`config.mk`:
```
export PLATFORM = sky130hd
export DESIGN_NAME = reprio_fill
export DESIGN_NICKNAME = d
export VERILOG_FILES = /design/src/common/pager_pkg.sv /design/src/pager/reprio_fill.sv
export SDC_FILE = /design/constraint.sdc
export NUM_CORES = 1
export LEC_CHECK = 0
export BUFFER_PORTS_ARGS = -buffer_cell sky130_fd_sc_hd__buf_2
export CELL_PAD_IN_SITES_DETAIL_PLACEMENT = 0
export CELL_PAD_IN_SITES_GLOBAL_PLACEMENT = 1
export CORE_MARGIN = 2
export CORE_UTILIZATION = 45
export CTS_CLUSTER_SIZE = 24
export DETAILED_ROUTE_END_ITERATION = 12
export PLACE_DENSITY_LB_ADDON = 0.05
export SLEW_MARGIN = 20
export SYNTH_ARGS = -nofsm -noshare
export SYNTH_HDL_FRONTEND = slang
export SYNTH_SLANG_ARGS = --single-unit
```
`constraint.sdc`:
```
create_clock -name clk -period 21.3 [get_ports clk]
set_input_delay 1.065 -clock clk [delete_from_list [all_inputs] [get_ports clk]]
set_output_delay 1.065 -clock clk [all_outputs]
set_load 0.05 [all_outputs]
```
`src/common/pager_pkg.sv`:
```
//------------------------------
// Page geometry and entry types for the pager unit
// Shared by the page memories, the CSR block and the translator
//------------------------------
package pager_pkg;

    //------------------------------
    // Geometry
    //------------------------------
    localparam int PAGE_BITS   = 10;               // Page number width
    localparam int PAGES       = 1 << PAGE_BITS;   // 1024 pages
    localparam int OFFSET_BITS = 10;               // In-page offset width

    typedef logic [PAGE_BITS-1:0]   page_t;        // Page number
    typedef logic [OFFSET_BITS-1:0] offset_t;      // Word offset inside a page

    // Virtual address, page above offset
    typedef struct packed {
        page_t   page;                             // Virtual page
        offset_t offset;                           // Passes through untranslated
    } vaddr_t;

    // Physical address, same layout
    typedef struct packed {
        page_t   frame;                            // Physical frame
        offset_t offset;                           // Copied from the request
    } paddr_t;

    // Page map entry
    typedef struct packed {
        page_t                 frame;              // Target frame
        logic [PAGE_BITS-1:0]  rsvd;               // Stored only
    } map_entry_t;

    // Access bits of one page
    typedef struct packed {
        logic dirty;                               // Page was written
        logic used;                                // Page was referenced
    } pg_attr_t;

    typedef logic [3:0] bus_op_t;                  // Bus opcode of a request

    // Write-class opcodes: 2, 4, 10, 11, 12
    // 2 and 4 are cache writes, 10 a result store,
    // 11 read-modify-write, 12 a block transfer write
    localparam logic [15:0] DIRTY_OPS = 16'b0001_1100_0001_0100;

endpackage

```
`src/pager/reprio_fill.sv`:
```
//------------------------------
// Reprioritize bit per page
// Bulk fill sets ones from the start index to the last page
//------------------------------
`timescale 1ns/1ps

module reprio_fill (
    input  logic             clk,
    input  logic             reset,
    input  pager_pkg::page_t i_page_index,         // Single access address
    input  logic             i_we,
    input  logic             i_wdata,
    input  logic             i_fill_start,         // One cycle pulse
    output logic             o_rdata,
    output logic             o_fill_busy
);
    import pager_pkg::*;

    logic  reprio_mem [PAGES];
    page_t fill_cnt;                               // Next page to set
    logic  fill_busy;

    //------------------------------
    // Fill sequencer
    //------------------------------
    always_ff @(posedge clk) begin
        if (reset) begin
            fill_busy <= 1'b0;
            fill_cnt  <= '0;
        end else if (fill_busy) begin
            fill_cnt <= fill_cnt + 1'b1;
            if (fill_cnt == page_t'(PAGES - 1)) begin
                fill_busy <= 1'b0;                 // Last page written
            end
        end else if (i_fill_start) begin
            fill_busy <= 1'b1;
            fill_cnt  <= i_page_index;             // Later index loads do not matter
        end
    end

    always_ff @(posedge clk) begin
        if (fill_busy) begin
            reprio_mem[fill_cnt] <= 1'b1;          // One bit per cycle
        end else if (i_we) begin
            reprio_mem[i_page_index] <= i_wdata;
        end
    end

    assign o_rdata     = reprio_mem[i_page_index];
    assign o_fill_busy = fill_busy;

endmodule

```
==> flow_summary.json <==
{
  "final_util": 0.5011,
  "status": "complete, no violations",
  "clk_latency_ps": 700,
  "slowest_stage": "buf_4",
  "clock_tree.root_cell": "clkbuf_16",
  "htree_levels": 3,
  "cp_num_buf_inv": 4,
  "cts-resized-gates": 0,
  "grt_use_total": 0.2708,
  "tns_ps": 0,
  "numCtsBuffers": 116,
  "synthCells": 3263,
  "dp_hpwl_um": 70510,
  "postPlaceCellArea_mm2": 0.04637,
  "critPathLaunchType": "input pin",
  "fin_area_mm2": 0.05019,
  "postCtsHoldBufs": 0,
  "synth_top_area_frac": 0.6766,
  "crit_required_ps": 20240,
  "drc": 0,
  "die_y_um": 321.8,
  "synthXorXnorAreaFrac": 0,
  "synthSimpleGateAreaFrac": 0.1163,
  "die-area_mm2": 0.1036,
  "post-place-ws_ps": 14310,
  "post_drt_wl_per_cell_um": 30.77,
  "nFillCells": 8661,
  "grt_max_degree": 324,
  "via_per_inst": 6.128,
  "cp-end-kind": "output pin",
  "fmax_ghz": 0.1451,
  "chipWidth_um": 321.8,
  "synth-compound-area-share": 0.03810,
  "tritoncts": "done",
  "num_rows": 116,
  "ys_ff_latch": 1035,
  "drt_pass1_iterations": 6,
  "synth-async-reset-ratio": 0,
  "synth_cell_types": 62,
  "netlist.top_cell.by_area": "edfxtp_1",
  "floorplan.initialDensity": 0.4538,
  "grt-ovfl-total": 0,
  "avgSynthCellArea_um2": 13.93,
  "synthMuxAreaShare": 0.1299,
  "setup_viol": 0,
  "cts_setup_buffers": 0,
  "grt_first_pass_wirelength_um": 197300,
  "netlist_top_cells_count": "1082 x nor2_1, 1024 x edfxtp_1, 211 x clkbuf_1, 202 x mux4_2, 123 x nand2_1",
  "layout-drive-gt1-share": 0.1607,
  "power_density_mw_per_mm2": 89.45,
  "synth_edf_count": 1024,
  "grt_antenna_before_repair": 11,
  "worst_pin_slew_ps": 1156,
  "synth_top_family_by_area": "multiplexers",
  "ios": 17,
  "clk_pin_slew_ps": 60,
  "critPathTopFamily": "buffers and inverters",
  "final_nets": 3160,
  "timing.hold.ws_ps": 573.0,
  "slew_viol_final": 0,
  "hold_viol": 0,
  "ys.warnings.count": 0,
  "max-vdd-ir-drop_mv": 0.06282,
  "p_leak_nw": 15.12,
  "crit_type": "in -> out",
  "rsz0062_at_grt": "no",
  "skew_ps": 30.54,
  "period_minus_slack_ps": 6890,
  "min_path_type": "reg -> reg",
  "ant_nets": 0,
  "wl_um": 139800,
  "power_mw": 4.489,
  "synth_area_leaders": "edfxtp_1 68%, mux4_2 10%, nor2_1 8.9%",
  "io_buffer_count": 16,
  "fin_ws_ps": 14410,
  "crit_path_frequent_cell": "buf_4",
  "timing.final.crit_share": 0.3235,
  "yosysMostFrequentCell": "nor2_1",
  "clockBufferDepth": 3,
  "place_inst": 4323,
  "cp_max_fo": 68,
  "r2r_slack_ps": 16380,
  "synth_top_flop_cell": "edfxtp_1",
  "clock-sinks": 1035,
  "synth_nets": 3279,
  "synth_fa_ha_area_frac": 0.0002753,
  "place_congestion": 0.7713,
  "critPathArrivalTime_ps": 5820,
  "syn-cell-area_mm2": 0.04545,
  "drt-initial-drc-count": 3536,
  "cap_violations": 0,
  "finalNonFillerCells": 4542,
  "core-area_mm2": 0.1001,
  "areaGrowthSynthToFinish_pct": 10.43,
  "num_vias": 27830,
  "seq_area_mm2": 0.03097,
  "seq_area_frac_synth": 0.6814,
  "path_cells": "buf_8 > buf_4 > buf_4 > mux2i_1 > o221ai_1 > nor3_1 > nor4_1 > o31ai_1 > a211oi_1 > a2bb2oi_2 > nand3_1 > buf_2",
  "multi_input_area_mm2": 0.01323,
  "max_stage_delay_ps": 820,
  "max_slew_margin": 0.2295,
  "grt_pass1_vias": 27600
}
==> registers in the layout, indices dropped and copies added, names as in the netlist <==
signal	count
reprio_mem	1024
fill_cnt	10
o_fill_busy	1
==> worst reg2reg max path, delay by kind of cell, from the launching register on <==
kind                   cells  cell delay (ps)
flip-flops                 1              830
buffers and inverters      4             2920
AND/OR/NAND/NOR            2              720
==> path summary, 6_finish.rpt <==
| check | startpoint | to | cells past startpoint |
|---|---|---|---|
| max | i_page_index[0] | o_rdata | 12 |
| min | fill_cnt[4] | fill_cnt[4] | 2 |
| max reg2reg | o_fill_busy | reprio_mem[237] | 6 |
| min reg2reg | fill_cnt[4] | fill_cnt[4] | 2 |
==> power breakdown <==
group          total, mW  internal (mW)  switching (mW)
Combinational      0.269         0.0738           0.195
Clock               1.98           1.16           0.816
Sequential          2.24           2.24         0.00374
==> layout make-up <==
class | count | area share
antenna | 2 | 0.00009972
clock buffer | 150 | 0.06305
clock inverter | 66 | 0.01119
inverter | 12 | 0.0008975
multi-input combinational | 1907 | 0.2635
sequential | 1035 | 0.6171
tap | 1298 | 0.03236
timing repair buffer | 72 | 0.01179
==> cells by family after synthesis <==
group | count (synthesis)
and+or+nand+nor | 1334
DFF | 1035
muxes | 322
buffers and inverters | 321
AOI/OAI and AO/OA | 250
adders and majority gates | 1
==> layer usage <==
metal  wire length, um  global-route usage
met1             57310              0.3684
met2             68960              0.4566
met3             10220             0.04024
met4              3219             0.07196
met5                48                   0
==> placed cells by master, fill, tap and decap left out, types with 27 or more instances in the layout <==
cell | synthesis | final
nand2_2 | 0 | 27
a21oi_1 | 65 | 65
a22oi_1 | 36 | 36
clkinv_2 | 0 | 28
mux4_2 | 202 | 202
clkbuf_16 | 0 | 119
nor2_1 | 1082 | 1079
edfxtp_1 | 1024 | 1024
o221ai_1 | 37 | 37
nand2_1 | 123 | 81
buf_4 | 7 | 50
mux2i_1 | 107 | 107
(Power assumes the default switching activity.)
