### src/common/pager_pkg.sv
//------------------------------
// Page geometry and entry types for the pager unit
// Shared by the page memories, the CSR block and the translator
//------------------------------
package pager_pkg;

    //------------------------------
    // Geometry
    //------------------------------
    localparam int PAGE_BITS   = 10;               // Page number width
    localparam int PAGES       = 1 << PAGE_BITS;   // 1024 pages
    localparam int OFFSET_BITS = 10;               // In-page offset width

    typedef logic [PAGE_BITS-1:0]   page_t;        // Page number
    typedef logic [OFFSET_BITS-1:0] offset_t;      // Word offset inside a page

    // Virtual address, page above offset
    typedef struct packed {
        page_t   page;                             // Virtual page
        offset_t offset;                           // Passes through untranslated
    } vaddr_t;

    // Physical address, same layout
    typedef struct packed {
        page_t   frame;                            // Physical frame
        offset_t offset;                           // Copied from the request
    } paddr_t;

    // Page map entry
    typedef struct packed {
        page_t                 frame;              // Target frame
        logic [PAGE_BITS-1:0]  rsvd;               // Stored only
    } map_entry_t;

    // Access bits of one page
    typedef struct packed {
        logic dirty;                               // Page was written
        logic used;                                // Page was referenced
    } pg_attr_t;

    typedef logic [3:0] bus_op_t;                  // Bus opcode of a request

    // Write-class opcodes: 2, 4, 10, 11, 12
    // 2 and 4 are cache writes, 10 a result store,
    // 11 read-modify-write, 12 a block transfer write
    localparam logic [15:0] DIRTY_OPS = 16'b0001_1100_0001_0100;

endpackage

### src/pager/addr_xlate.sv
//------------------------------
// Virtual to physical translation, one cycle latency
// Updates used/dirty and loads the page index per request
//------------------------------
`timescale 1ns/1ps

module addr_xlate (
    input  logic                  clk,
    input  logic                  reset,
    input  logic                  i_xl_valid,      // One request per cycle
    input  pager_pkg::vaddr_t     i_xl_vaddr,
    input  pager_pkg::bus_op_t    i_xl_op,
    input  logic                  i_no_paging,     // Bypass mode
    input  pager_pkg::map_entry_t i_map_entry,     // Entry of the virtual page
    input  pager_pkg::pg_attr_t   i_attr,          // Bits of the translated page
    output logic                  o_xl_valid,
    output pager_pkg::paddr_t     o_xl_paddr,
    output logic                  o_attr_we,
    output pager_pkg::page_t      o_attr_waddr,
    output pager_pkg::pg_attr_t   o_attr_wdata,
    output logic                  o_index_load,
    output pager_pkg::page_t      o_index_page
);
    import pager_pkg::*;

    page_t    xl_page;                             // Translated page
    pg_attr_t attr_next;

    assign xl_page = i_no_paging ? i_xl_vaddr.page : i_map_entry.frame;

    //------------------------------
    // Access bit update
    //------------------------------
    always_comb begin
        attr_next.used  = 1'b1;                    // Any request references the page
        attr_next.dirty = i_attr.dirty | DIRTY_OPS[i_xl_op];
    end

    assign o_attr_we    = i_xl_valid;
    assign o_attr_waddr = xl_page;
    assign o_attr_wdata = attr_next;

    // Index takes the page at the result edge
    assign o_index_load = i_xl_valid;
    assign o_index_page = xl_page;

    //------------------------------
    // Result register
    //------------------------------
    always_ff @(posedge clk) begin
        if (reset) begin
            o_xl_valid <= 1'b0;
        end else begin
            o_xl_valid <= i_xl_valid;
        end
    end

    always_ff @(posedge clk) begin
        if (i_xl_valid) begin
            o_xl_paddr.frame  <= xl_page;
            o_xl_paddr.offset <= i_xl_vaddr.offset; // Offset unchanged
        end
    end

endmodule

### config.mk
export PLATFORM = sky130hd
export DESIGN_NAME = addr_xlate
export DESIGN_NICKNAME = d
export VERILOG_FILES = /design/src/common/pager_pkg.sv /design/src/pager/addr_xlate.sv
export SDC_FILE = /design/constraint.sdc
export NUM_CORES = 1
export LEC_CHECK = 0
export ABC_CLOCK_PERIOD_IN_PS = 1300
export BUFFER_PORTS_ARGS = -buffer_cell sky130_fd_sc_hd__buf_4
export CORE_ASPECT_RATIO = 0.75
export CORE_UTILIZATION = 34
export DETAILED_ROUTE_END_ITERATION = 16
export MAX_ROUTING_LAYER = met4
export PLACE_DENSITY = 0.86
export SLEW_MARGIN = 20
export SYNTH_ARGS = -nofsm -noshare
export SYNTH_HDL_FRONTEND = slang
export SYNTH_SLANG_ARGS = --single-unit
### constraint.sdc
create_clock -name clk -period 1.3 [get_ports clk]
set_clock_uncertainty 0.2 [all_clocks]
set_input_delay 0 -clock clk [delete_from_list [all_inputs] [get_ports clk]]
set_output_delay 0 -clock clk [all_outputs]
set_load 0.02 [all_outputs]
==> run_results.csv <==
group,metric,value,unit
sta,whs,-0.1496,ns
worst_setup_path,max_stage_delay,0.55,ns
grt,grt_overflow,0,
sta,setup_viol,0,
worst_hold_path,hold_start,"i_xl_vaddr[10]",
worst_hold_path,hp-class,"in2reg",
flow_run,cap_violations,0,
pwr,seq_power_share,0.489,
worst_setup_path,path_class,"in2out",
logic_synthesis,synth-simple-area-share,0.02459,
logic_synthesis,synth_area_per_cell,17.96,um^2
clocking,cts_tree,"built",
sta,fin_crit_sh,0.9938,
floorplanning,io_pins,95,
grt,gr-usage-met1,0.1910,
final_layout,diodes,0,
logic_synthesis,synth-seq-cells,21,
drt,wire_per_inst,14.85,um
worst_setup_path,cp_slowest_cell,"dlygate4sd3_1",
pwr,ir_drop,511.1,uV
clocking,cts_root_buf,"clkbuf_4",
pwr,p_int,1.229,mW
clocking,cts_htree_levels,1,
floorplanning,num_rows,15,
pwr,swShare,0.2685,
worst_setup_path,required,1.10,ns
final_layout,nets,196,
sta,hold_viol,4,
grt,grt_use_met3,0.03030,
clocking,clk_path_buf_depth,2,
drt,num_vias,767,
worst_setup_path,crit_path_end_kind,"primary output",
grt,grt_max_degree,24,
drt,drt-initial-drc-count,25,
logic_synthesis,synth_top_family_by_area,"multiplexers",
placed_design,port-buffer-count,82,
clocking,cts.clk_slew.worst_paths,0.11,ns
logic_synthesis,ys_types,10,
placed_design,globalplace.congestion,0.6253,
final_layout,syn_to_final_growth,90.71,%
floorplanning,core-area,2421,um^2
logic_synthesis,synth_fa_ha_area_frac,0,
floorplanning,start_util,0.3783,
grt,antenna_found_initial,0,
outcome,outcome,"finished, violations left",
grt,gr-usage-all-layers,0.1854,
pwr,powerDensity,961.9,nW/um^2
sta,fin_crit,1.292,ns
final_layout,final_common_cell,"buf_4",
worst_hold_path,hold_end,"o_xl_paddr[10]",
logic_synthesis,muxShareOfSynthArea,0.1639,
drt,antenna_left,0,
worst_setup_path,cp.arrival,1.09,ns
floorplanning,die-height,46.95,um
floorplanning,die_area,2908,um^2
worst_setup_path,cp-startpoint,"i_map_entry[10]",
grt,grt_pass1_vias,749,
drt,first_pass_iters,3,
clocking,clock-sinks,21,
pwr,clock_power_share,0.172,
final_layout,multi_input_area,186.4,um^2
floorplanning,die_w,61.93,um
grt,grt-busiest-layer,"met2",
worst_hold_path,whs_path_depth,2,
grt,use_met2,0.3505,
outcome,violations,"negative hold slack",
pwr,p_sw,451.1,uW
logic_synthesis,synth-seq-area-share,0.6776,
drt,routed_via_density,4.285,
grt,grt_pass1_wl,3.601,mm
worst_setup_path,start_kind,"input pin",
pwr,leakage,0.8297,nW
final_layout,utilization,0.7214,
logic_synthesis,synthCells,51,
worst_setup_path,path_cells,"buf_4, dlygate4sd3_1, mux2_4, buf_6",
logic_synthesis,yosys_warnings,0,
logic_synthesis,synth-compound-area-share,0.01093,
logic_synthesis,synthesis.area,915.9,um^2
final_layout,drive_gt1_frac,0.6552,
sta,slew_violations,0,
pwr,combinationalPowerShare,0.340,
final_layout,layout_common_cells,"buf_4 (74), dlygate4sd3_1 (20), edfxtp_1 (20)",
logic_synthesis,syn_nets,101,
drt,drt_wl_total,2.658,mm
clocking,cts_made_buffers,3,
final_layout,num-fill-cells,151,
sta,max_freq,0.7741,GHz
logic_synthesis,synth_xor_area_frac,0,
drt,drcViolationCount,0,
worst_setup_path,crit_fanout,3,
final_layout,regArea,620.6,um^2
[critical path: cells and delay by family]
kind,cells,cell delay [ns]
buffers and inverters,3,0.80
multiplexers,1,0.30
[cells by family after synthesis]
family | after synthesis
other | 1
muxes | 10
and+or+nand+nor | 4
buffers and inverters | 14
AOI/OAI and AO/OA | 1
DFF | 21
[metal layers]
layer | share of wire | vias to the layer above
li1 | - | 358
met1 | 0.36 | 349
met2 | 0.53 | 50
met3 | 0.075 | 10
met4 | 0.035 | 0
met5 | 0 | -
[through the flow]
step,worst slack [ns],setup TNS (ns),std cells,area [um^2],power (mW)
finish,0.008106,0,179,1747,1.680
floorplan,0.3362,0,51,915.9,1.093
detailed placement,0.2802,0,153,1465,1.322
global route,-0.01909,-0.03810,179,1747,1.759
global placement,0.2883,0,153,1465,1.313
CTS,0.007708,0,180,1722,1.664
[power groups by stage]
stage          clock, mW  sequential (mW)  combinational (mW)
2_1_floorplan          0            0.909               0.184
3_3_place_gp           0            0.833               0.480
3_5_place_dp           0            0.835               0.487
4_1_cts            0.296            0.820               0.548
5_1_grt            0.331            0.827               0.600
6_report           0.288            0.821               0.570
[worst max path at each step]
stage,slack (ns),depth (start not counted),to
final,0.008,4,o_index_page[0]
after global routing,-0.02,4,o_index_page[0]
after CTS,0.008,4,o_attr_waddr[5]
after detailed placement,0.28,2,o_xl_paddr[16]
after global placement,0.29,2,o_xl_paddr[16]
after floorplan,0.34,2,o_xl_paddr[10]
[synthesized netlist by cell type, drive strengths merged]
cell | count | area, um^2
nand2b | 1 | 6.260
nor2 | 1 | 3.750
dfxtp | 1 | 20.02
conb | 1 | 3.750
mux2 | 10 | 150.1
buf | 14 | 108.9
edfxtp | 20 | 600.6
nor2b | 2 | 12.51
a221o | 1 | 10.01
[area by class of cell]
class                           instances  area share
Tap cell                               34     0.02436
Clock buffer                            4     0.01504
Multi-Input combinational cell         16      0.1067
Timing Repair Buffer                  104      0.4986
Sequential cell                        21      0.3553
[timing repair]
action                                  CTS  global route
endpoints found under the setup margin    0             8
endpoints found under the hold margin    41             4
resized for setup                         0            10
setup buffers                             0             0
hold buffers                             23             1
[sequential cells by signal (all words and copies together), names as in the netlist]
| register | count |
|---|---|
| o_xl_valid | 1 |
| o_xl_paddr | 20 |
No activity file was read; power rests on OpenSTA's default activity.
