File: src/common/pager_pkg.sv
//------------------------------
// Page geometry and entry types for the pager unit
// Shared by the page memories, the CSR block and the translator
//------------------------------
package pager_pkg;

    //------------------------------
    // Geometry
    //------------------------------
    localparam int PAGE_BITS   = 10;               // Page number width
    localparam int PAGES       = 1 << PAGE_BITS;   // 1024 pages
    localparam int OFFSET_BITS = 10;               // In-page offset width

    typedef logic [PAGE_BITS-1:0]   page_t;        // Page number
    typedef logic [OFFSET_BITS-1:0] offset_t;      // Word offset inside a page

    // Virtual address, page above offset
    typedef struct packed {
        page_t   page;                             // Virtual page
        offset_t offset;                           // Passes through untranslated
    } vaddr_t;

    // Physical address, same layout
    typedef struct packed {
        page_t   frame;                            // Physical frame
        offset_t offset;                           // Copied from the request
    } paddr_t;

    // Page map entry
    typedef struct packed {
        page_t                 frame;              // Target frame
        logic [PAGE_BITS-1:0]  rsvd;               // Stored only
    } map_entry_t;

    // Access bits of one page
    typedef struct packed {
        logic dirty;                               // Page was written
        logic used;                                // Page was referenced
    } pg_attr_t;

    typedef logic [3:0] bus_op_t;                  // Bus opcode of a request

    // Write-class opcodes: 2, 4, 10, 11, 12
    // 2 and 4 are cache writes, 10 a result store,
    // 11 read-modify-write, 12 a block transfer write
    localparam logic [15:0] DIRTY_OPS = 16'b0001_1100_0001_0100;

endpackage

File: src/common/pager_regs_pkg.sv
//------------------------------
// APB register map of the pager unit
// Word offsets and CTRL bit positions
//------------------------------
package pager_regs_pkg;

    localparam int APB_ADDR_BITS = 12;             // PADDR width
    localparam int APB_DATA_BITS = 32;             // PWDATA/PRDATA width

    //------------------------------
    // Register offsets
    //------------------------------
    localparam logic [APB_ADDR_BITS-1:0] REG_CTRL       = 12'h000;  // Mode and fill control
    localparam logic [APB_ADDR_BITS-1:0] REG_PAGE_INDEX = 12'h004;  // Current page
    localparam logic [APB_ADDR_BITS-1:0] REG_MAP        = 12'h008;  // Map entry at index
    localparam logic [APB_ADDR_BITS-1:0] REG_ATTR       = 12'h00C;  // Used/dirty at index
    localparam logic [APB_ADDR_BITS-1:0] REG_REPRIO     = 12'h010;  // Reprio bit at index

    //------------------------------
    // CTRL bits
    //------------------------------
    localparam int CTRL_NO_PAGING  = 0;            // RW, bypass translation
    localparam int CTRL_FILL_START = 1;            // WO, reads 0
    localparam int CTRL_FILL_BUSY  = 2;            // RO

endpackage

File: src/pager/pager_csr.sv
//------------------------------
// APB slave of the pager unit
// Holds the mode bit and page index, muxes readback,
// turns register writes into memory strobes
//------------------------------
`timescale 1ns/1ps

module pager_csr (
    input  logic                                         clk,
    input  logic                                         reset,
    input  logic                                         i_psel,
    input  logic                                         i_penable,
    input  logic                                         i_pwrite,
    input  logic [pager_regs_pkg::APB_ADDR_BITS-1:0]     i_paddr,
    input  logic [pager_regs_pkg::APB_DATA_BITS-1:0]     i_pwdata,
    output logic [pager_regs_pkg::APB_DATA_BITS-1:0]     o_prdata,
    output logic                                         o_pready,
    output logic                                         o_pslverr,
    input  logic                                         i_xl_valid,
    input  logic                                         i_xl_load,
    input  pager_pkg::page_t                             i_xl_page,
    input  pager_pkg::map_entry_t                        i_map_rdata,
    input  pager_pkg::pg_attr_t                          i_attr_rdata,
    input  logic                                         i_reprio_rdata,
    input  logic                                         i_fill_busy,
    output pager_pkg::page_t                             o_page_index,
    output logic                                         o_no_paging,
    output logic                                         o_map_we,
    output pager_pkg::map_entry_t                        o_map_wdata,
    output logic                                         o_attr_we,
    output pager_pkg::pg_attr_t                          o_attr_wdata,
    output logic                                         o_reprio_we,
    output logic                                         o_reprio_wdata,
    output logic                                         o_fill_start
);
    import pager_pkg::*;
    import pager_regs_pkg::*;

    logic                     access;              // APB access phase
    logic                     addr_ok;             // Offset is mapped
    logic                     wr_err;              // Reprio write during fill
    logic                     wr_done;             // Write completes without error
    logic [APB_DATA_BITS-1:0] rdata;
    page_t                    page_index;
    logic                     no_paging;

    //------------------------------
    // Handshake
    //------------------------------
    assign access   = i_psel & i_penable;
    assign o_pready = access & ~i_xl_valid;        // Translation steals the cycle
    assign wr_err   = i_pwrite & (i_paddr == REG_REPRIO) & i_fill_busy;
    assign o_pslverr = o_pready & (~addr_ok | wr_err);
    assign wr_done  = o_pready & i_pwrite & ~o_pslverr;

    //------------------------------
    // Read mux and decode
    //------------------------------
    always_comb begin
        addr_ok = 1'b1;
        rdata   = '0;
        case (i_paddr)
            REG_CTRL: begin
                rdata[CTRL_NO_PAGING] = no_paging;
                rdata[CTRL_FILL_BUSY] = i_fill_busy; // FILL_START reads 0
            end
            REG_PAGE_INDEX: rdata = APB_DATA_BITS'(page_index);
            REG_MAP:        rdata = APB_DATA_BITS'(i_map_rdata);
            REG_ATTR:       rdata = APB_DATA_BITS'(i_attr_rdata);
            REG_REPRIO:     rdata = APB_DATA_BITS'(i_reprio_rdata);
            default:        addr_ok = 1'b0;        // Unmapped offset
        endcase
    end

    assign o_prdata = rdata;

    // Memory write strobes, all at the page index
    assign o_map_we       = wr_done & (i_paddr == REG_MAP);
    assign o_map_wdata    = map_entry_t'(i_pwdata[$bits(map_entry_t)-1:0]);
    assign o_attr_we      = wr_done & (i_paddr == REG_ATTR);
    assign o_attr_wdata   = pg_attr_t'(i_pwdata[$bits(pg_attr_t)-1:0]);
    assign o_reprio_we    = wr_done & (i_paddr == REG_REPRIO);
    assign o_reprio_wdata = i_pwdata[0];
    assign o_fill_start   = wr_done & (i_paddr == REG_CTRL) & i_pwdata[CTRL_FILL_START];

    //------------------------------
    // Registers
    //------------------------------
    always_ff @(posedge clk) begin
        if (reset) begin
            page_index <= '0;
            no_paging  <= 1'b0;
        end else begin
            if (i_xl_load) begin
                page_index <= i_xl_page;           // Translation wins
            end else if (wr_done && i_paddr == REG_PAGE_INDEX) begin
                page_index <= i_pwdata[PAGE_BITS-1:0];
            end
            if (wr_done && i_paddr == REG_CTRL) begin
                no_paging <= i_pwdata[CTRL_NO_PAGING];
            end
        end
    end

    assign o_page_index = page_index;
    assign o_no_paging  = no_paging;

endmodule

File: config.mk
export PLATFORM = sky130hd
export DESIGN_NAME = pager_csr
export DESIGN_NICKNAME = d
export VERILOG_FILES = /design/src/common/pager_pkg.sv /design/src/common/pager_regs_pkg.sv /design/src/pager/pager_csr.sv
export SDC_FILE = /design/constraint.sdc
export NUM_CORES = 1
export LEC_CHECK = 0
export BUFFER_PORTS_ARGS = -buffer_cell sky130_fd_sc_hd__buf_2
export CAP_MARGIN = 20
export CORE_ASPECT_RATIO = 0.5
export CORE_MARGIN = 4
export CORE_UTILIZATION = 35
export CTS_BUF_LIST = sky130_fd_sc_hd__clkbuf_16
export CTS_CLUSTER_DIAMETER = 60
export DETAILED_ROUTE_END_ITERATION = 8
export GPL_TIMING_DRIVEN = 0
export PLACE_DENSITY = 0.86
export SYNTH_ARGS = -nofsm -noshare
export SYNTH_HDL_FRONTEND = slang
export SYNTH_SLANG_ARGS = --single-unit
File: constraint.sdc
create_clock -name clk -period 5.23 [get_ports clk]
set_input_delay 1.3075 -clock clk [delete_from_list [all_inputs] [get_ports clk]]
set_output_delay 1.3075 -clock clk [all_outputs]
set_load 0.1 [all_outputs]
==> flow_summary.json <==
{
  "status": "complete, no violations",
  "yosysWarnings": 0,
  "nNetsFinal": 376,
  "path_cells": "buf_2 > nor4_4 > nand3_2 > nor2_4 > buf_2 > and2_1 > buf_2",
  "grt_pass1_vias": 1545,
  "hold_class": "reg2reg",
  "p_leak_uw": 0.001188,
  "finalCritPeriodShare_pct": 85.28,
  "synth-xor-area-share_pct": 0,
  "synth_edf_count": 0,
  "grt_pass1_wl_mm": 7.176,
  "synth.avg_cell_area_um2": 8.109,
  "place_inst": 337,
  "num_vias": 1647,
  "yosysMostFrequentCell": "buf_4",
  "globalplace.congestion": 0.7842,
  "final_max_slew_viol_count": 0,
  "fin_crit_ns": 4.460,
  "rsz0062_at_grt": "false",
  "ys_ff_latch": 11,
  "grt_use_total_pct": 18.71,
  "syn_to_final_growth_pct": 64.59,
  "synth_compound_area_share_pct": 26.90,
  "slew_headroom_pct": 56.43,
  "rows": 15,
  "grtUsageMet1_pct": 20.83,
  "cpLargestDelayFamily": "simple AND/OR/NAND/NOR gates",
  "cp_max_fo": 10,
  "ys_seq_area_share_pct": 17.41,
  "crit_top_cell": "buf_2",
  "yosys.area.top_type": "buf_4",
  "clock-root-buffer": "clkbuf_16",
  "worst_pin_slew_ns": 0.6535,
  "cp_num_buf_inv": 3,
  "ios": 157,
  "crit_required_ns": 3.92,
  "critPathMaxStageDelay_ns": 0.42,
  "ctsResizeCount": 0,
  "gr-usage-met3_pct": 1.347,
  "holdWs_ns": 0.5357,
  "cp_slowest_cell": "buf_2",
  "overflow": 0,
  "path_clk_slew_ns": 0.04,
  "num_antenna_cells": 0,
  "synth_simple_gate_area_share_pct": 20.28,
  "die_w_um": 93.02,
  "initial_core_util_pct": 36.63,
  "arrival_ns": 3.15,
  "drt_iter0_drc": 127,
  "clock_latency_ns": 0.23,
  "wl_per_cell_um": 14.02,
  "totalPowerFinal_uw": 476.6,
  "path_class": "in2out",
  "critPathCaptureType": "output port",
  "cts_buffers": 3,
  "synth-main-ff-cell": "dfxtp_1",
  "cts_setup_buffers": 0,
  "fin_area_um2": 2082,
  "die-area_um2": 4698,
  "dp_hpwl_mm": 3.889,
  "via_per_inst": 4.830,
  "placed_area_um2": 2003,
  "netlist.area_leader.share_pct": 21.36,
  "antenna_found_initial": 0,
  "fin_skew_ns": 0,
  "drc": 0,
  "clock_sinks": 11,
  "netlist_area_um2": 1265,
  "start_kind": "input port",
  "fmax_mhz": 224.2,
  "finalNonFillerCells": 341,
  "hold_viol": 0,
  "vdd_drop_max_uv": 123.3,
  "ys_types": 34,
  "drive_above_1_share_pct": 64.14,
  "synthAdderAreaFrac_pct": 0,
  "synthTopCellsByArea": "buf_4, dfxtp_1, and2_1",
  "met2_usage_pct": 38.38,
  "drtAntennaViolNets": 0,
  "final_util_pct": 60.29,
  "power.density_nw_per_um2": 228.9,
  "synth_cells": 156,
  "synthMuxAreaShare_pct": 4.154,
  "grt_max_degree": 11,
  "drt_wl_total_mm": 4.780,
  "synth-async-reset-ratio_pct": 0,
  "core_area_um2": 3453,
  "clk_path_buf_depth": 2,
  "holdBufCountCts": 0,
  "htree_levels": 1,
  "synth_common_cells": "buf_4, inv_1, and2_1, dfxtp_1, o21ai_0",
  "top_usage_layer": "met2",
  "firstDrtPassIters": 4,
  "finalSetupViolCount": 0,
  "die_h_um": 50.51,
  "io_buffers": 119,
  "max_cap_violations": 0,
  "cts_tree": "yes",
  "synth_top_family_by_area": "buffers and inverters"
}
-- sequential cells by signal (all words and copies together), names as in the netlist --
register,count
o_page_index,10
o_no_paging,1
-- metrics by stage --
step	TNS (ns)	setup slack [ns]
floorplan	-0.2351	-0.1176
global placement	0	0.8294
detailed placement	0	0.7774
CTS	0	0.7751
global route	0	0.6337
finish	0	0.7697
-- routing by layer --
metal  vias up  routed length (µm)
li1        782                   -
met1       759                1668
met2        96                2653
met3        10                 375
met4         0                  82
met5         -                   0
-- cells by family after synthesis --
kind of cell           count (synthesis)
muxes                                  4
and+or+nand+nor                       39
DFF                                   11
AOI/OAI and AO/OA                     42
other                                  1
buffers and inverters                 59
-- power by group --
| group | total, µW | internal (µW) | switching, µW |
|---|---|---|---|
| Sequential | 94.3 | 89.6 | 4.65 |
| Clock | 137 | 100 | 37.0 |
| Combinational | 245 | 55.8 | 189 |
| Total | 477 | 246 | 231 |
-- worst paths after layout --
kind                                                    from  slack, ns  cells past startpoint                      endpoint
worst min-delay path            o_page_index[4]$_SDFFE_PP0P_       0.54                      2  o_page_index[4]$_SDFFE_PP0P_
worst max register to register  o_page_index[9]$_SDFFE_PP0P_       4.37                      2  o_page_index[9]$_SDFFE_PP0P_
worst max-delay path                              i_paddr[9]       0.77                      7                  o_prdata[18]
worst min register to register  o_page_index[4]$_SDFFE_PP0P_       0.54                      2  o_page_index[4]$_SDFFE_PP0P_
-- layout make-up --
cell class,count,area [µm²]
plain buffers,46,342.8
clock buffers,3,75.07
clock inverters,1,3.754
fillers,319,1371
inverters,13,48.80
multi-input cells,97,732.0
flip-flops and latches,11,220.2
well taps,51,63.81
repair buffers,119,595.6
-- placed cells by master, fill, tap and decap left out, types with 4 or more instances in the layout --
master    synthesis  routed
buf_2             3     122
dfxtp_1          11      11
conb_1            1      12
nor2_1            4       4
and2_1           12      12
inv_1            13      14
nand3_1           4       4
a31oi_1           9       9
clkbuf_1          4       4
a22o_2            7       7
o21ai_0          10      10
a221oi_1          7       7
buf_4            36      36
-- worst reg2reg max path: cells and delay by family (launching register included) --
family / cells / cell delay (ns)
flip-flops: 1 / 0.34
AO/OA/AOI/OAI: 2 / 0.43
(Power assumes the default switching activity.)
